## config.mk

```make
export PLATFORM = sky130hd
export DESIGN_NAME = data_memory
export DESIGN_NICKNAME = d
export VERILOG_FILES = /design/src/hdl/pipe_pkg.sv /design/src/hdl/data_memory.sv
export VERILOG_INCLUDE_DIRS = /design/src /design/src/hdl
export SDC_FILE = /design/constraint.sdc
export NUM_CORES = 2
export LEC_CHECK = 0
export BUFFER_PORTS_ARGS = -buffer_cell sky130_fd_sc_hd__buf_2
export CORE_MARGIN = 2
export CORE_UTILIZATION = 30
export DETAILED_ROUTE_END_ITERATION = 8
export PLACE_DENSITY = 0.43
export SYNTH_ARGS = -nofsm -noshare
export SYNTH_HDL_FRONTEND = slang
export SYNTH_SLANG_ARGS = --single-unit
export TNS_END_PERCENT = 50
```

## constraint.sdc

```tcl
create_clock -name clk -period 5.4 [get_ports clk]
set_input_delay 0.81 -clock clk [delete_from_list [all_inputs] [get_ports clk]]
set_output_delay 0.81 -clock clk [all_outputs]
set_load 0.01 [all_outputs]
```

## src/hdl/core_defines.svh

```systemverilog
`ifndef CORE_DEFINES_SVH
`define CORE_DEFINES_SVH

// Instruction store, in 32-bit words
`define CORE_IMEM_AW    8
`define CORE_IMEM_DEPTH (1 << `CORE_IMEM_AW)

// Data store, in 32-bit words
`define CORE_DMEM_AW    6
`define CORE_DMEM_DEPTH (1 << `CORE_DMEM_AW)

// First fetch address after reset
`define CORE_RESET_PC   32'h0000_0000

`endif

```

## src/hdl/pipe_pkg.sv

```systemverilog
package pipe_pkg;

  // Data word or byte address
  typedef logic [31:0] word_t;

  // Operation selected for the execute stage
  typedef enum logic [2:0] {
    alu_add = 3'd0,
    alu_sub = 3'd1,
    alu_and = 3'd2,
    alu_or  = 3'd3,
    alu_slt = 3'd4,
    alu_sll = 3'd5
  } alu_op_t;

  // Where the writeback value comes from
  typedef enum logic [1:0] {
    wb_alu       = 2'd0,
    wb_mem       = 2'd1,
    wb_upper_imm = 2'd2
  } wb_src_t;

endpackage

```

## src/hdl/data_memory.sv

```systemverilog
`timescale 1ns/1ps

`include "core_defines.svh"

module data_memory (
  input  logic            clk,
  input  logic            wr_en,
  input  pipe_pkg::word_t addr,
  input  pipe_pkg::word_t wr_data,
  output pipe_pkg::word_t rd_data
);

  pipe_pkg::word_t           mem [`CORE_DMEM_DEPTH];
  logic [`CORE_DMEM_AW-1:0]  word_idx;

  initial begin
    for (int i = 0; i < `CORE_DMEM_DEPTH; i++) begin
      mem[i] = '0;
    end
  end

  assign word_idx = addr[`CORE_DMEM_AW+1:2]; // byte address to word index

  always_ff @(posedge clk) begin
    if (wr_en) begin
      mem[word_idx] <= wr_data;
    end
  end

  assign rd_data = mem[word_idx];

  // Stores come from base plus offset in execute, so both must keep alignment
  assert property (@(posedge clk) wr_en |-> addr[1:0] == 2'b00);

endmodule

```

* Yosys cells after proc, flatten, opt, wreduce, memory -nomap -nowiden *
Memory sizes are Yosys's and may differ from the RTL's.
Index checks and enable logic that the tools add are counted.

operators by class
  mux-type cells = 2

operator list
  cell              count
  1-bit 2-to-1 mux  2

word-level totals
  flip-flop bits (word level) = 0
  bits in writable memories = 2048
  logic and storage cells = 3
  memories = 1

memories
  memory  words  width  rd ports  clocked after Yosys merged registers in  wr ports  line               source
  mem     64     32     1         0                                        1         data_memory.sv:13  pipe_pkg::word_t mem [`CORE_DMEM_DEPTH];

* Depth between registers and ports, before layout *
  depth after elaboration = 2
  gate-level depth with buffers = 13
  depth with buffers taken out = 6

* Worst setup path before layout *
No wires, ideal clock.

  path kind = input-to-reg
  start = input addr[4]
  end = memory mem[15][0] (netlist bit), enable pin
  setup time = 421 ps
  arrival = 3628 ps
  required time = 4979 ps
  slack = 1351 ps
  stages on the path = 8
  buffers on the path = 6
  path through = buf_2 buf_2 buf_2 buf_2 buf_2 buf_2 nand3_1 nor2_1

RTL lines
  element          line               source
  start, declared  data_memory.sv:8   input pipe_pkg::word_t addr,
  end, declared    data_memory.sv:13

Straight into the memory's write port.

* Worst setup path in the final report *
  start = input addr[4]
  end = output rd_data[4]

on the way
  word-level cells in the longest chain between the ends = 1

ends and longest elaborated chain
  element             line               source
  memory 64 x 32 bit  -
  end, declared       data_memory.sv:10  output pipe_pkg::word_t rd_data

No other way between the ends.

==> results.cfg <==
[floorplan]
die_y_um = 515
dieArea_um2 = 265000
die-width_um = 515
ios = 98
fp.coreArea_um2 = 259000
num_rows = 187
start_util_pct = 30.2

[grt]
antenna_found_initial = 19
overflow = 0
grt_pass1_vias = 42200
grt_pass1_wl_um = 336000
grt_max_degree = 79
grt_use_total_pct = 17.8

[yosys]
yosysWarnings = 0
synthMostInstantiatedCell = edfxtp_1
synth_common_cells = edfxtp_1, mux2i_1, a22oi_1
ys_seq_elements = 2048
synth_top_area_cell = edfxtp_1
ys.flop_type = edfxtp_1
synth-async-reset-ratio_pct = 0
syn_inst = 4207
syn_nets = 4273
synth_edf_count = 2048
avgSynthCellArea_um2 = 18.6
synth_area_um2 = 78300
yosysUniqueCellTypes = 55
yosysTopAreaCellShare_pct = 78.6
synth_area_leaders = edfxtp_1, mux2i_1, mux4_2, mux2_2, a221oi_1
seq_area_frac_synth_pct = 78.6

[clock_tree]
path_clk_slew_ps = 60
cts_resized = 0
post_cts_buffers = 0
cts-root-buf = clkbuf_16
cts_tree = built
clock_path_buffers = 3
hold_buffers = 0
cts_sinks = 2048
htree_levels = 4
cts-buffers-inserted = 213

[route]
dr.pass1.iters = 5
wire_per_inst_um = 29.6
num_vias = 41900
drt_iter0_markers = 3735
drcViolationCount = 0
drtAntennaViolNets = 0
vias_per_cell = 5.19
finalWirelength_um = 238000

[place]
placed_cells = 7673
dpl.hpwl_um = 139000
gp_congestion = 0.780
port_buffers = 71

[finish]
reg_top3 = mem: 2048 flops
nets = 4552
top_register = mem
fin_cells = 8064
regArea_um2 = 61500
largest_register_ffs = 2048
area_delta_synth_final_pct = 16.9
multiInputGateArea_um2 = 16100
drive_gt1_share_pct = 20.7
fill_cells = 24400

[setup_path]
worstPathRequired_ps = 4590
crit_path_cell_trace = buf_8 > inv_1 > buf_4 > and3_1 > nor4_1 > a31oi_1 > a2111oi_0 > buf_4 > nand3_1 > buf_2
path_class = input pin to output port
cp_data_arrival_time_ps = 4110
slowest_delay_ps = 540
startpoint_type = input pin
critPathSlowestCell = nor4_1
path_max_fanout = 46
cp-end-kind = output port
cpMostUsedCell = buf_4

[timing]
fin_crit_ps = 4920
maxSlewViolCount = 0
grt_setup_unrepaired = false
fin_crit_sh_pct = 91.1
hold_violations = 0
tightest_slew_ps = 1210
finalSetupTns_ps = 0
timing.slew.headroom_pct = 19.5
setup_viol = 0
fmax_mhz = 203

[hold_path]
min_from = wr_data[31]
hp-class = input pin to flip-flop
holdPathEnd = mem[55][31]
hold_depth = 2

[power_and_ir_drop]
p_leak_uw = 0.0290
ir_worst_vdd_uv = 342
p_per_area_nw_per_um2 = 365

[status]
status = completed

[job]
maxCapViolations = 0
-- worst max-delay path: cells and delay by family --
family | cells | cell delay (ps)
AOI/OAI and AO/OA | 2 | 680
and+or+nand+nor | 3 | 850
buffers and inverters | 5 | 1660
-- cell families after synthesis --
| kind of cell | synth area share, % |
|---|---|
| compound gates | 8.73 |
| buf+inv | 1.70 |
| flops | 78.6 |
| mux | 8.19 |
| simple gates | 2.83 |
-- how the worst max path moves through the flow --
stage                       start          end  slack (ps)  depth (start not counted)
after floorplan           addr[4]   mem[15][0]        1350                          8
after global placement    addr[2]  rd_data[27]         450                          8
after detailed placement  addr[2]  rd_data[27]         450                          8
after CTS                 addr[2]  rd_data[27]         460                          8
after global routing      addr[4]   rd_data[4]         320                         10
final                     addr[4]   rd_data[4]         480                         10
-- layout make-up --
class,instances,share of cell area (%)
Sequential cell,2048,67.2
Multi-Input combinational cell,1859,17.6
Clock buffer,267,6.16
Tap cell,3402,4.65
Timing Repair Buffer,362,3.45
Inverter,2,0.0164
Clock inverter,116,0.933
Antenna cell,8,0.0219
-- cell usage in the layout, fill, tap and decap left out, types with 16 or more instances in the layout --
| cell | instances |
|---|---|
| a221oi_1 | 175 |
| a21oi_1 | 121 |
| o21ai_0 | 84 |
| edfxtp_1 | 2048 |
| buf_12 | 47 |
| clkinv_1 | 68 |
| clkbuf_1 | 49 |
| clkbuf_16 | 218 |
| nand3_1 | 53 |
| buf_2 | 68 |
| a22o_1 | 66 |
| nor2_4 | 67 |
| a222oi_1 | 16 |
| clkinv_2 | 24 |
| buf_4 | 244 |
| a22oi_1 | 188 |
| nor2_1 | 77 |
| nand2_1 | 27 |
| o22a_1 | 70 |
| mux2_2 | 147 |
| mux2i_1 | 259 |
| o22ai_1 | 93 |
| mux4_2 | 96 |
| and3_1 | 85 |
| nor3_1 | 19 |
| a31oi_1 | 43 |
| a211oi_1 | 17 |
-- layer usage --
layer	track usage, %	routed length, um	up-vias
met5	0	30	-
met4	4.11	5030	6
met3	2.85	11600	271
met2	28.6	113000	1127
met1	25.2	108000	22300
li1	-	-	18100
-- power breakdown --
group / total (uW) / leakage (uW) / internal, uW / switching (uW)
Sequential: 17600 / 0.0184 / 17600 / 21.6
Clock: 13900 / 0.00314 / 7690 / 6190
Combinational: 1870 / 0.00747 / 586 / 1290
-- metrics by stage --
stage / util, % / power (uW) / hold WS [ps] / instance area (um^2) / setup slack, ps
4_1_cts: 35.3 / 33700 / 567 / 91500 / 458
2_1_floorplan: - / 18800 / 909 / 78300 / 1350
5_1_grt: 35.3 / 34500 / 600 / 91500 / 317
3_5_place_dp: 32.8 / 19900 / 1500 / 85000 / 455
6_report: 35.3 / 33400 / 630 / 91500 / 483
3_3_place_gp: 32.8 / 19900 / 1500 / 85000 / 445
Power figures use the tool's default switching activity.
