==> src/hdl/core_defines.svh <==
`ifndef CORE_DEFINES_SVH
`define CORE_DEFINES_SVH

// Instruction store, in 32-bit words
`define CORE_IMEM_AW    8
`define CORE_IMEM_DEPTH (1 << `CORE_IMEM_AW)

// Data store, in 32-bit words
`define CORE_DMEM_AW    6
`define CORE_DMEM_DEPTH (1 << `CORE_DMEM_AW)

// First fetch address after reset
`define CORE_RESET_PC   32'h0000_0000

`endif

==> src/hdl/isa_pkg.sv <==
package isa_pkg;

  // Instruction field widths
  typedef logic [4:0]  reg_idx_t;
  typedef logic [15:0] imm16_t;
  typedef logic [4:0]  shamt_t;

  // Major opcodes, bits 31:26
  typedef enum logic [5:0] {
    op_r_type = 6'h00,
    op_addi   = 6'h08,
    op_andi   = 6'h0c,
    op_ori    = 6'h0d,
    op_lui    = 6'h0f,
    op_lw     = 6'h23,
    op_sw     = 6'h2b
  } opcode_t;

  // R-type function codes, bits 5:0
  typedef enum logic [5:0] {
    fn_sll = 6'h00,
    fn_add = 6'h20,
    fn_sub = 6'h22,
    fn_and = 6'h24,
    fn_or  = 6'h25,
    fn_slt = 6'h2a
  } funct_t;

endpackage

==> src/hdl/pipe_pkg.sv <==
package pipe_pkg;

  // Data word or byte address
  typedef logic [31:0] word_t;

  // Operation selected for the execute stage
  typedef enum logic [2:0] {
    alu_add = 3'd0,
    alu_sub = 3'd1,
    alu_and = 3'd2,
    alu_or  = 3'd3,
    alu_slt = 3'd4,
    alu_sll = 3'd5
  } alu_op_t;

  // Where the writeback value comes from
  typedef enum logic [1:0] {
    wb_alu       = 2'd0,
    wb_mem       = 2'd1,
    wb_upper_imm = 2'd2
  } wb_src_t;

endpackage

==> src/hdl/inst_decoder.sv <==
`timescale 1ns/1ps

module inst_decoder (
  input  pipe_pkg::word_t   instr,
  output isa_pkg::reg_idx_t rs,
  output isa_pkg::reg_idx_t rt,
  output isa_pkg::reg_idx_t dest,
  output isa_pkg::shamt_t   shamt,
  output pipe_pkg::word_t   imm_ext,
  output pipe_pkg::alu_op_t alu_op,
  output logic              use_imm,
  output logic              reg_write,
  output logic              mem_read,
  output logic              mem_write,
  output pipe_pkg::wb_src_t wb_src
);

  isa_pkg::opcode_t  opcode;
  isa_pkg::funct_t   funct;
  isa_pkg::imm16_t   imm;
  isa_pkg::reg_idx_t rd;
  logic              zero_ext;

  assign opcode = isa_pkg::opcode_t'(instr[31:26]);
  assign funct  = isa_pkg::funct_t'(instr[5:0]);
  assign rs     = instr[25:21];
  assign rt     = instr[20:16];
  assign rd     = instr[15:11];
  assign shamt  = instr[10:6];
  assign imm    = instr[15:0];

  always_comb begin
    alu_op    = pipe_pkg::alu_add; // also the address adder for lw/sw
    use_imm   = 1'b0;
    reg_write = 1'b0;
    mem_read  = 1'b0;
    mem_write = 1'b0;
    wb_src    = pipe_pkg::wb_alu;
    dest      = rt;
    zero_ext  = 1'b0;
    case (opcode)
      isa_pkg::op_r_type: begin
        dest      = rd;
        reg_write = 1'b1;
        case (funct)
          isa_pkg::fn_add: alu_op = pipe_pkg::alu_add;
          isa_pkg::fn_sub: alu_op = pipe_pkg::alu_sub;
          isa_pkg::fn_and: alu_op = pipe_pkg::alu_and;
          isa_pkg::fn_or:  alu_op = pipe_pkg::alu_or;
          isa_pkg::fn_slt: alu_op = pipe_pkg::alu_slt;
          isa_pkg::fn_sll: alu_op = pipe_pkg::alu_sll;
          default:         reg_write = 1'b0; // unknown funct is a no-op
        endcase
      end
      isa_pkg::op_addi: begin
        use_imm   = 1'b1;
        reg_write = 1'b1;
      end
      isa_pkg::op_andi: begin
        alu_op    = pipe_pkg::alu_and;
        use_imm   = 1'b1;
        reg_write = 1'b1;
        zero_ext  = 1'b1; // logical immediates are unsigned
      end
      isa_pkg::op_ori: begin
        alu_op    = pipe_pkg::alu_or;
        use_imm   = 1'b1;
        reg_write = 1'b1;
        zero_ext  = 1'b1;
      end
      isa_pkg::op_lui: begin
        reg_write = 1'b1;
        wb_src    = pipe_pkg::wb_upper_imm;
      end
      isa_pkg::op_lw: begin
        use_imm   = 1'b1;
        reg_write = 1'b1;
        mem_read  = 1'b1;
        wb_src    = pipe_pkg::wb_mem;
      end
      isa_pkg::op_sw: begin
        use_imm   = 1'b1;
        mem_write = 1'b1;
      end
      default: begin
      end
    endcase
  end

  assign imm_ext = zero_ext ? {16'h0000, imm} : {{16{imm[15]}}, imm};

endmodule

==> config.mk <==
export PLATFORM = sky130hd
export DESIGN_NAME = inst_decoder
export DESIGN_NICKNAME = d
export VERILOG_FILES = /design/src/hdl/core_defines.svh /design/src/hdl/isa_pkg.sv /design/src/hdl/pipe_pkg.sv /design/src/hdl/inst_decoder.sv
export SDC_FILE = /design/constraint.sdc
export NUM_CORES = 1
export LEC_CHECK = 0
export BUFFER_PORTS_ARGS = -buffer_cell sky130_fd_sc_hd__clkbuf_2
export CORE_AREA = 2 2 49 51
export DETAILED_ROUTE_END_ITERATION = 16
export DIE_AREA = 0 0 51 53
export PLACE_DENSITY_LB_ADDON = 0.2
export SYNTH_ARGS = -nofsm -noshare
export SYNTH_HDL_FRONTEND = slang
export SYNTH_SLANG_ARGS = --single-unit
==> constraint.sdc <==
create_clock -name vclk -period 1.15
set_input_delay 0.115 -clock vclk [all_inputs]
set_output_delay 0.115 -clock vclk [all_outputs]
set_load 0.02 [all_outputs]
=== Word-level counts from Yosys, hierarchy flattened ===
Index checks and enable logic that the tools add are counted.

* Equality and inequality tests: 11
* Mux-type cells: 11
* Reductions and logical operators: 6

{| class="wikitable"
|+ Operators with widths
! kind !! count
|-
| $eq 6x6->1 const B || 7
|-
| $mux 32 || 1
|-
| $eq 6x4->1 const B || 4
|-
| $pmux 3 s5 || 1
|-
| $logic_not 6->1 || 2
|-
| $reduce_or 5->1 || 2
|-
| $pmux 3 s3 || 1
|-
| $reduce_or 6->1 || 1
|-
| $mux 1 || 5
|-
| $mux 5 || 1
|-
| $pmux 2 s2 || 1
|-
| $pmux 1 s2 || 1
|-
| $reduce_or 2->1 || 1
|}

* Register bits: 0
* Input port bits: 32
* Output and inout port bits: 61
* Word-level logic and storage cells: 28

=== Depth between registers and ports, before layout ===
* Word-level depth: 4
* Gate-level depth with buffers: 5

=== Worst setup path before layout ===
OpenSTA, ideal clock, no wires.

* Path kind: input -> output
* Start: input port instr[28]
* End: output port alu_op[0]
* Data arrival time: 1,377 ps
* Required time: 1,035 ps
* Setup slack: -342 ps
* Stages on the path: 5
* Buffers on the path: 1
* Cell sequence: buf_6 nor3_2 nand2_2 or2_4 o32ai_1

* Word-level cells in the longest chain between the ends: 2

{| class="wikitable"
|+ Ends and longest elaborated chain
! what !! line !! source
|-
| from (decl) || inst_decoder.sv:4 || <nowiki>input pipe_pkg::word_t instr,</nowiki>
|-
| $eq 6x4->1 or $logic_not 6->1 (tied branches) || inst_decoder.sv:41 || <nowiki>case (opcode)</nowiki>
|-
| $pmux 3 s3 (*) || inst_decoder.sv:41 ||
|-
| to (decl) || inst_decoder.sv:10 || <nowiki>output pipe_pkg::alu_op_t alu_op,</nowiki>
|}

Mark *: on every way between the ends. The rest lies on a longest branch, timed or not.

=== Worst setup path in the final report ===
* Start: input port instr[31]
* End: output port alu_op[2]

Same word-level chain as after synthesis.

==> metrics.txt <==
FP Rows=17; Pleak=slightly below 0.0006 uW; XOR/XNOR Fraction of Synth Area=0; Port Buffers=68; Setup crit end kind=output port; Comb power frac=1.000; Max FO, Critical Path=3; metal3 WL=174 um; Die H=53 um; WS Path Type=in -> out; period utilization=1.21; placed cell count=about 160; vias=between 700 and 800; Worst setup SP type=input pin; Post-CTS Hold Buffers=0; DRT Pass-1 Iters=3; violated checks=negative setup slack; largest net degree at the start of global routing=17; Final GP Congestion=~0.70; commonest non-fill, non-tap cell in the layout=clkbuf_2; Pint=between 150 and 200 uW; 1st-iter DRT viols=2; I/O Pins=between 90 and 100; wire length of the first global-routing pass=around 2.5 mm; Met1 Routed Length=between 600 and 700 um; setup violators final=9; Post-Syn Area=around 660 um^2; fin cells=161; Yosys cell types=27; worst hold-check path type=in -> out; Max Used Layer=met4; total chip power=448 uW; # fillers=210; Detailed Route WL=between 1.5 and 2 mm; worst hold slack=between 0.2 and 0.25 ns; P&R area growth vs syn=72.7%; vias per std cell=around 4.5; die area=2700 um^2; switching power=249 uW; relative slew slack=0.832; commonest non-fill, non-tap cells in the layout=clkbuf_2, buf_4, buf_6; mux contribution to synthesized area=0.0854; GR Util All Layers=0.113; crit path setup slack, layout=-0.241 ns; Seq Cell Count=0; clock buffer count=0; Wirelength per Cell=roughly 12 um; Initial Util=0.307; status=finished, violations left; Nets=167; worst slack at placement=-0.317 ns; antenna viol nets, final=0; final-report max-slew violation count=0; Synth Area in Compound Gates=0.114; CORE AREA=approximately 2100 um^2; DIE WIDTH=a little over 50 um; sequential power share=0; vias in the first global route=around 640; drt drc=0; Slew @ Worst Pin=between 0.2 and 0.3 ns; YS warnings=0; critical path data arrival time=between 1 and 1.5 ns; Adder-Cell Fraction of Synth Area=0; Clock Power Share=0; initial antenna violation count=0; worst IR drop on VDD=about 0.21 mV; GRT Residual Overflow=0; antenna fix cells=0; switching share of power=0.556; Synth Area in Simple Gates=0.237; RSZ-0062 raised after global routing=true; Synth Instances=roughly 90; Sequential Area=0 um^2; met2 wire length=1.14 mm; sequential area share after synthesis=0; main combinational cell family by area after synthesis=buffers and inverters; Max Cap Viol=0; hpwl dp=between 1 and 1.5 mm; pwr dens=roughly 390 nW/um^2; Final Critical Period=between 1 and 1.5 ns; layout cell share with drive strength beyond 1=0.902; Worst Path Required=approximately 1.0 ns; Mapped Nets=between 100 and 150; Core Util, Final=0.530; Hold Vio Cnt, Final=0; synthesized area per cell=7.41 um^2; FMAX=roughly 0.7 GHz
## cell type report
cell class / count / area, um^2 / area share
inverter: 2 / 7.51 / 0.00659
multi-input combinational: 40 / 467 / 0.410
tap: 28 / 35.0 / 0.0308
timing repair buffer: 91 / 629 / 0.553
## worst max-delay path: stages
cell and delay (ns):
buf_6 0.10, nor3_4 0.20, nand2_2 0.09, or2_4 0.27, buf_12 0.14, a2111oi_4 0.18
buf_4 0.19
## per-layer routing
| metal | up-vias | GRT usage |
|---|---|---|
| li1 | 354 | - |
| met1 | 324 | 0.130 |
| met2 | 40 | 0.238 |
| met3 | 4 | 0.00282 |
| met4 | 0 | 0.00450 |
| met5 | - | 0 |
## repair_timing
item	CTS	global route
buffers inserted	3	4
pin swaps	5	10
endpoints found under the hold margin	0	0
resized for setup	9	65
endpoints found under the setup margin	27	29
cloned	0	1
## power groups by stage
stage	logic [uW]	registers, uW	clock network (uW)
global placement	354	0	0
detailed placement	356	0	0
finish	448	0	0
CTS	375	0	0
floorplan	329	0	0
global route	479	0	0
## worst paths after layout
check,start,end,cells after the start
max,instr[31],alu_op[2],7
min,instr[7],imm_ext[7],0
## metrics by stage
step                      setup TNS (ns)  area, um^2
after floorplan                   -0.372         708
after global placement             -1.03         851
after detailed placement           -1.34         851
after CTS                          -1.06         927
after global routing               -1.76        1140
final                              -1.32        1140
## logic make-up after synthesis
group	Yosys count
mux	5
buf+inv	50
simple gates	25
compound gates	9
## Yosys cell counts (all sizes together)
master | number | area, um^2
buf | 48 | 364
nor3 | 6 | 46.3
mux2 | 5 | 56.3
nand2 | 3 | 13.8
nand3 | 3 | 15.0
nor2 | 3 | 11.3
a21oi | 2 | 10.0
inv | 2 | 7.51
nor3b | 2 | 15.0
nor4 | 2 | 12.5
a2111oi | 1 | 15.0
a21boi | 1 | 7.51
a31oi | 1 | 6.26
and2 | 1 | 6.26
nand2b | 1 | 6.26
nand4 | 1 | 6.26
nor4b | 1 | 8.76
o21ai | 1 | 5.00
o22ai | 1 | 6.26
o32ai | 1 | 8.76
o41ai | 1 | 16.3
or2 | 1 | 8.76
or3 | 1 | 6.26
(Power assumes the default switching activity.)
