### src/hdl/core_defines.svh
`ifndef CORE_DEFINES_SVH
`define CORE_DEFINES_SVH

// Instruction store, in 32-bit words
`define CORE_IMEM_AW    8
`define CORE_IMEM_DEPTH (1 << `CORE_IMEM_AW)

// Data store, in 32-bit words
`define CORE_DMEM_AW    6
`define CORE_DMEM_DEPTH (1 << `CORE_DMEM_AW)

// First fetch address after reset
`define CORE_RESET_PC   32'h0000_0000

`endif

### src/hdl/isa_pkg.sv
package isa_pkg;

  // Instruction field widths
  typedef logic [4:0]  reg_idx_t;
  typedef logic [15:0] imm16_t;
  typedef logic [4:0]  shamt_t;

  // Major opcodes, bits 31:26
  typedef enum logic [5:0] {
    op_r_type = 6'h00,
    op_addi   = 6'h08,
    op_andi   = 6'h0c,
    op_ori    = 6'h0d,
    op_lui    = 6'h0f,
    op_lw     = 6'h23,
    op_sw     = 6'h2b
  } opcode_t;

  // R-type function codes, bits 5:0
  typedef enum logic [5:0] {
    fn_sll = 6'h00,
    fn_add = 6'h20,
    fn_sub = 6'h22,
    fn_and = 6'h24,
    fn_or  = 6'h25,
    fn_slt = 6'h2a
  } funct_t;

endpackage

### src/hdl/pipe_pkg.sv
package pipe_pkg;

  // Data word or byte address
  typedef logic [31:0] word_t;

  // Operation selected for the execute stage
  typedef enum logic [2:0] {
    alu_add = 3'd0,
    alu_sub = 3'd1,
    alu_and = 3'd2,
    alu_or  = 3'd3,
    alu_slt = 3'd4,
    alu_sll = 3'd5
  } alu_op_t;

  // Where the writeback value comes from
  typedef enum logic [1:0] {
    wb_alu       = 2'd0,
    wb_mem       = 2'd1,
    wb_upper_imm = 2'd2
  } wb_src_t;

endpackage

### src/hdl/alu.sv
`timescale 1ns/1ps

module alu (
  input  pipe_pkg::alu_op_t op,
  input  pipe_pkg::word_t   a,
  input  pipe_pkg::word_t   b,
  input  isa_pkg::shamt_t   shamt,
  output pipe_pkg::word_t   y
);

  logic less; // signed compare for slt

  assign less = $signed(a) < $signed(b);

  always_comb begin
    case (op)
      pipe_pkg::alu_add: y = a + b;
      pipe_pkg::alu_sub: y = a - b;
      pipe_pkg::alu_and: y = a & b;
      pipe_pkg::alu_or:  y = a | b;
      pipe_pkg::alu_slt: y = {31'b0, less};
      pipe_pkg::alu_sll: y = b << shamt; // rt shifted, as in MIPS
      default:           y = '0;
    endcase
  end

endmodule

### config.mk
export PLATFORM = sky130hd
export DESIGN_NAME = alu
export DESIGN_NICKNAME = d
export VERILOG_FILES = /design/src/hdl/core_defines.svh /design/src/hdl/isa_pkg.sv /design/src/hdl/pipe_pkg.sv /design/src/hdl/alu.sv
export SDC_FILE = /design/constraint.sdc
export NUM_CORES = 1
export LEC_CHECK = 0
export BUFFER_PORTS_ARGS = -buffer_cell sky130_fd_sc_hd__clkbuf_2
export CAP_MARGIN = 20
export CORE_ASPECT_RATIO = 1.75
export CORE_MARGIN = 2
export CORE_UTILIZATION = 30
export DETAILED_ROUTE_END_ITERATION = 6
export GPL_ROUTABILITY_DRIVEN = 1
export PLACE_DENSITY = 0.52
export RECOVER_POWER = 100
export SYNTH_ARGS = -nofsm -noshare
export SYNTH_HDL_FRONTEND = slang
export SYNTH_SLANG_ARGS = --single-unit
### constraint.sdc
create_clock -name vclk -period 3.6
set_clock_uncertainty 0.2 [all_clocks]
set_input_delay 0.54 -clock vclk [all_inputs]
set_output_delay 0.54 -clock vclk [all_outputs]
set_load 0.005 [all_outputs]
== After elaboration in Yosys (flattened, before gate mapping) ==
Cells that the tools add are included.
Storage, ports and cells
  logic and storage cells: 13
  output and inout port bits: 32
  bits in registers: 0
  input bits: 72
Cells by class
  multiplexer cells: 1
  magnitude comparators: 1
  add/subtract/negate cells: 2
  equal/unequal tests: 5
  bitwise gates (word level): 2
  shifts and indexed selects: 1
  reduce and logical (&&, ||, !) cells: 1
Operators with widths (number)
  32-bit case mux with 6 select lines: 1
  32-bit adder: 1
  32-bit bitwise AND: 1
  32-bit < comparator: 1
  32-bit bitwise OR: 1
  32-bit by 5-bit left shift with 32-bit output: 1
  32-bit subtractor: 1
  3-bit by 2-bit == test with 1-bit output, second input constant: 2
  3-bit == test, second input constant: 2
  3-bit by 1-bit == test with 1-bit output, second input constant: 1
  3-bit logical NOT: 1

== Depth between registers and ports, before layout ==
  depth after elaboration: 2
  mapped depth: 12
  gate-level depth less buffers: 12

== Worst setup path before layout ==
OpenSTA, ideal clock, no wires.
  path type: input-to-output
  start: input a[0]
  end: output y[26]
  required time: 2.860 ns
  setup slack: -0.080 ns
  arrival time: 2.940 ns
  path buffers: 0
  cell stages on the path: 11
  cells stage by stage: ha_1 fa_1 a211oi_1 o21a_1 o21ai_1 a311o_1 a32oi_1 o22ai_1 a22oi_1 a21oi_1 o31ai_1
On the way
  word-level cells in the longest chain between the ends: 2
  elaborated cells on any way between the ends: 3
  those cells by class: add/sub: 2; mux: 1
RTL lines
  start, declared: RTL line alu.sv:5  | input pipe_pkg::word_t a,
  32-bit subtractor / 32-bit adder (equally long branches): RTL line alu.sv:18, alu.sv:17
  32-bit case mux with 6 select lines *: RTL line alu.sv:16  | case (op)
  end, declared: RTL line alu.sv:8  | output pipe_pkg::word_t y
Mark *: on every way between the ends. The rest lies on a longest branch, timed or not.

== Worst setup path after layout ==
  start: input a[0]
  end: output y[16]
Same word-level chain as after synthesis.

==> results <==
- The flow ran to the end, but the final reports show violations.
- The final reports fail on setup timing.
- The iteration count of the initial detailed-routing pass is 5.
- Leaving out fill and tap cells, the most frequent cells in the layout are sky130_fd_sc_hd__buf_4, sky130_fd_sc_hd__nor2_1, sky130_fd_sc_hd__clkbuf_2, sky130_fd_sc_hd__inv_1, sky130_fd_sc_hd__a21oi_1.
- Counting the clock-network buffers in the layout gives 0.
- The highest attainable clock frequency is 246 MHz.
- The total congestion overflow after global routing is 0.
- The initial core utilization is 30.5%.
- The slew at the pin closest to its max-slew limit is 0.687 ns.
- Global routing used 26.0% of the available tracks.
- The total length of routed wires is 30.4 mm.
- The total count of max-transition violations in the final report is 0.
- The total number of yosys warnings is 0.
- For this run, design rule violations remaining after detail routing come to 0.
- The sequential cells in the finished layout cover a total of 0 sq um.
- Setup repair after global routing could not meet its margin everywhere.
- The endpoint kind of the worst setup timing path is a primary output.
- The slowest stage of the critical path belongs to the cell sky130_fd_sc_hd__o41a_1.
- The wire length of the first global-routing pass is 45.7 mm.
- The fraction of the cycle the final worst path needs is 113%.
- The normalized max-slew margin is 54.2%.
- The biggest area contributor in the post-synthesis netlist is sky130_fd_sc_hd__ha_1.
- The cell depth of the worst min-delay path is 4.
- The sum of negative setup slack is -4.81 ns.
- Compared with the post-synthesis result, the final layout area differs by 54.0%.
- The count of routing violations after the opening detailed-route iteration is 454.
- The count of final hold-check violations was 0.
- The count of boundary I/O pins is 104.
- Port buffering added 104 buffers.
- Across the run, the number of max-cap violations was 0.
- The die is 197 microns tall.
- The number of rows in the core area is 70.
- The initial antenna violation count came to 0.
- Summed over all cells, the static leakage comes to 0.00479 uW.
- Synthesis produced a netlist whose cell count is 927.
- The endpoint required time on the critical path is 2.86 ns.
- The critical path goes through buf_8, ha_4, fa_2, a211oi_4, o21a_1, o21ai_1, o41a_1, a221o_1, a211oi_2, a21oi_1, xnor2_1, o221ai_2, buf_2.
- Setup violations remaining at the end of the flow were counted as 21.
- Entering global routing, the biggest net connects 57 pins.
- The kind of start point of the critical path is an input pin.
- By area the synthesized netlist is led by sky130_fd_sc_hd__ha_1, sky130_fd_sc_hd__a21oi_1, sky130_fd_sc_hd__nor2_1.
- In the final layout, the share of cells above drive strength 1 is 43.5%.
- In this run the biggest area consumer among cell types represents 19.8% of the synthesized area.
- Timing analysis after detailed placement gives a worst setup slack of -0.845 ns.
- Across all setup checks in the final design, the least slack found is -0.465 ns.
- The post-detailed-route count of antenna-violating nets is 0.
- The category of the critical setup timing path is input pin to primary output.
- The path category of the worst min-delay check is input pin to primary output.
- Summing every instance area after synthesis gives 0.00638 sq mm.
- The full die area is 0.0225 sq mm.
- After clock tree synthesis, the flow added hold-fix buffers numbering 0.
- Dividing the detail-routed wire length by the instance count gives 20.4 microns.
- The weighted congestion at the end of routability-driven global placement is 0.964.
- The wire-length estimate of the detail-placed layout is 25.3 mm.
- Across the VDD grid, the largest voltage drop is 0.0000647 V.
- Synthesis produced a netlist with a net count of 1102.
- The final route contains 8416 vias.
- Using the TritonRoute via totals, the vias-per-cell ratio works out to 5.64.
- The part of the Yosys area used for sequential elements is 0%.
- The count of flip-flops and latches is 0.
- The data arrival time of the critical path is 3.33 ns.
- The core region is 0.0209 sq mm.
- Leaving out fill and tap cells, the most frequent cell in the layout is sky130_fd_sc_hd__buf_4.
- 0 antenna diodes ended up in the layout.
- The area taken by multi-input logic gates is 0.00643 sq mm.
- Hold is met by 1.35 ns.
- Along the worst path, the maximum fanout reaches 2.
- Counting the fill cells in the layout gives 2157.
- The unique cell type count in the Yosys netlist is 82.
- The longest individual stage delay on the worst path is 0.37 ns.
- The smallest clock period supported by the final layout is computed as 4.07 ns.
- The via count of the first global-routing pass is 8456.
- The net count of the finished layout is 1418.
- The power per unit of standard cell area is 167 mW/mm^2.
- The width of the die is 114 microns.
- The post-synthesis area per instance is 6.88 sq um.
- The endpoint of the worst hold-timing path is y[2].
- The startpoint of the most critical hold path is op[2].
==> worst max-delay path: cells and delay by family <==
| kind | cells | cell delay (ns) |
|---|---|---|
| AOI/OAI and AO/OA | 8 | 1.80 |
| xor gates and xnor gates | 1 | 0.19 |
| buffers and inverters | 2 | 0.27 |
| adders and majority gates | 2 | 0.51 |
==> cell usage after synthesis (8+ instances only) <==
master                     number
sky130_fd_sc_hd__and3_1         8
sky130_fd_sc_hd__a21o_1        11
sky130_fd_sc_hd__nor2_1        99
sky130_fd_sc_hd__mux4_2        12
sky130_fd_sc_hd__o22ai_1        8
sky130_fd_sc_hd__o21ai_0       53
sky130_fd_sc_hd__xnor2_1       22
sky130_fd_sc_hd__ha_1         101
sky130_fd_sc_hd__o211ai_1      11
sky130_fd_sc_hd__a21oi_1       90
sky130_fd_sc_hd__nand3_1       10
sky130_fd_sc_hd__mux2_2         8
sky130_fd_sc_hd__a211oi_1      11
sky130_fd_sc_hd__or2_2          8
sky130_fd_sc_hd__a221oi_1      13
sky130_fd_sc_hd__inv_1         98
sky130_fd_sc_hd__nand2_1       68
sky130_fd_sc_hd__nor3_1        18
sky130_fd_sc_hd__nor2b_1       15
sky130_fd_sc_hd__buf_2         10
sky130_fd_sc_hd__o31ai_1       12
sky130_fd_sc_hd__mux2i_1       29
sky130_fd_sc_hd__o211a_1        9
sky130_fd_sc_hd__or3_1          8
sky130_fd_sc_hd__o221ai_1      22
sky130_fd_sc_hd__clkbuf_1      46
==> logic make-up (layout without fill, tap and decap cells) <==
| kind of cell | Yosys count | in the layout | share of synthesized area (%) |
|---|---|---|---|
| AO/OA/AOI/OAI | 316 | 316 | 34.5 |
| XOR/XNOR | 26 | 26 | 3.57 |
| adder cells (fa/ha/maj) | 103 | 103 | 20.4 |
| buffers and inverters | 164 | 478 | 10.1 |
| multiplexers | 53 | 53 | 11.7 |
| AND/OR/NAND/NOR | 265 | 265 | 19.7 |
==> where the power goes <==
part	leakage (uW)	switching (uW)	internal, uW
Combinational	0.00479	872	773
Sequential	0	0	0
Clock	0	0	0
Total	0.00479	872	773
==> final cells by class <==
cell class,instances,area share (%)
inverters,98,3.84
multi-input cells,763,65.4
well taps,252,3.21
repair buffers,380,27.6
==> repair_timing <==
action | in CTS | in global routing
resized for setup | 123 | 70
endpoints found under the setup margin | 23 | 24
pin swaps | 49 | 39
setup buffers | 12 | 5
==> metal layers <==
layer	wire, microns	share of wire, %	vias up	GRT usage, %
met2	15800	52	317	48.4
met4	2850	9.4	0	18.7
met5	0	0	-	0
li1	-	-	4013	-
met1	10600	35	3962	27.0
met3	1130	3.7	124	1.48
==> stage by stage <==
step	utilization, %	std cells	area [sq um]	total power (uW)
after floorplan	-	927	6400	751
after global placement	42.7	1478	8950	1430
after detailed placement	42.7	1478	8950	1440
after CTS	45.6	1489	9550	1570
after global routing	47.0	1493	9830	1760
final	47.0	1493	9830	1640
==> worst max-delay path by stage <==
| stage | start | endpoint | slack [ns] | cells after the start |
|---|---|---|---|---|
| CTS | a[0] | y[16] | -0.42 | 13 |
| floorplan | a[0] | y[16] | 0.02 | 11 |
| finish | a[0] | y[16] | -0.47 | 13 |
| global route | a[0] | y[16] | -0.54 | 13 |
| detailed placement | a[0] | y[22] | -0.84 | 14 |
| global placement | a[0] | y[22] | -0.83 | 14 |
Note: power is estimated with default switching activity, not from simulation.
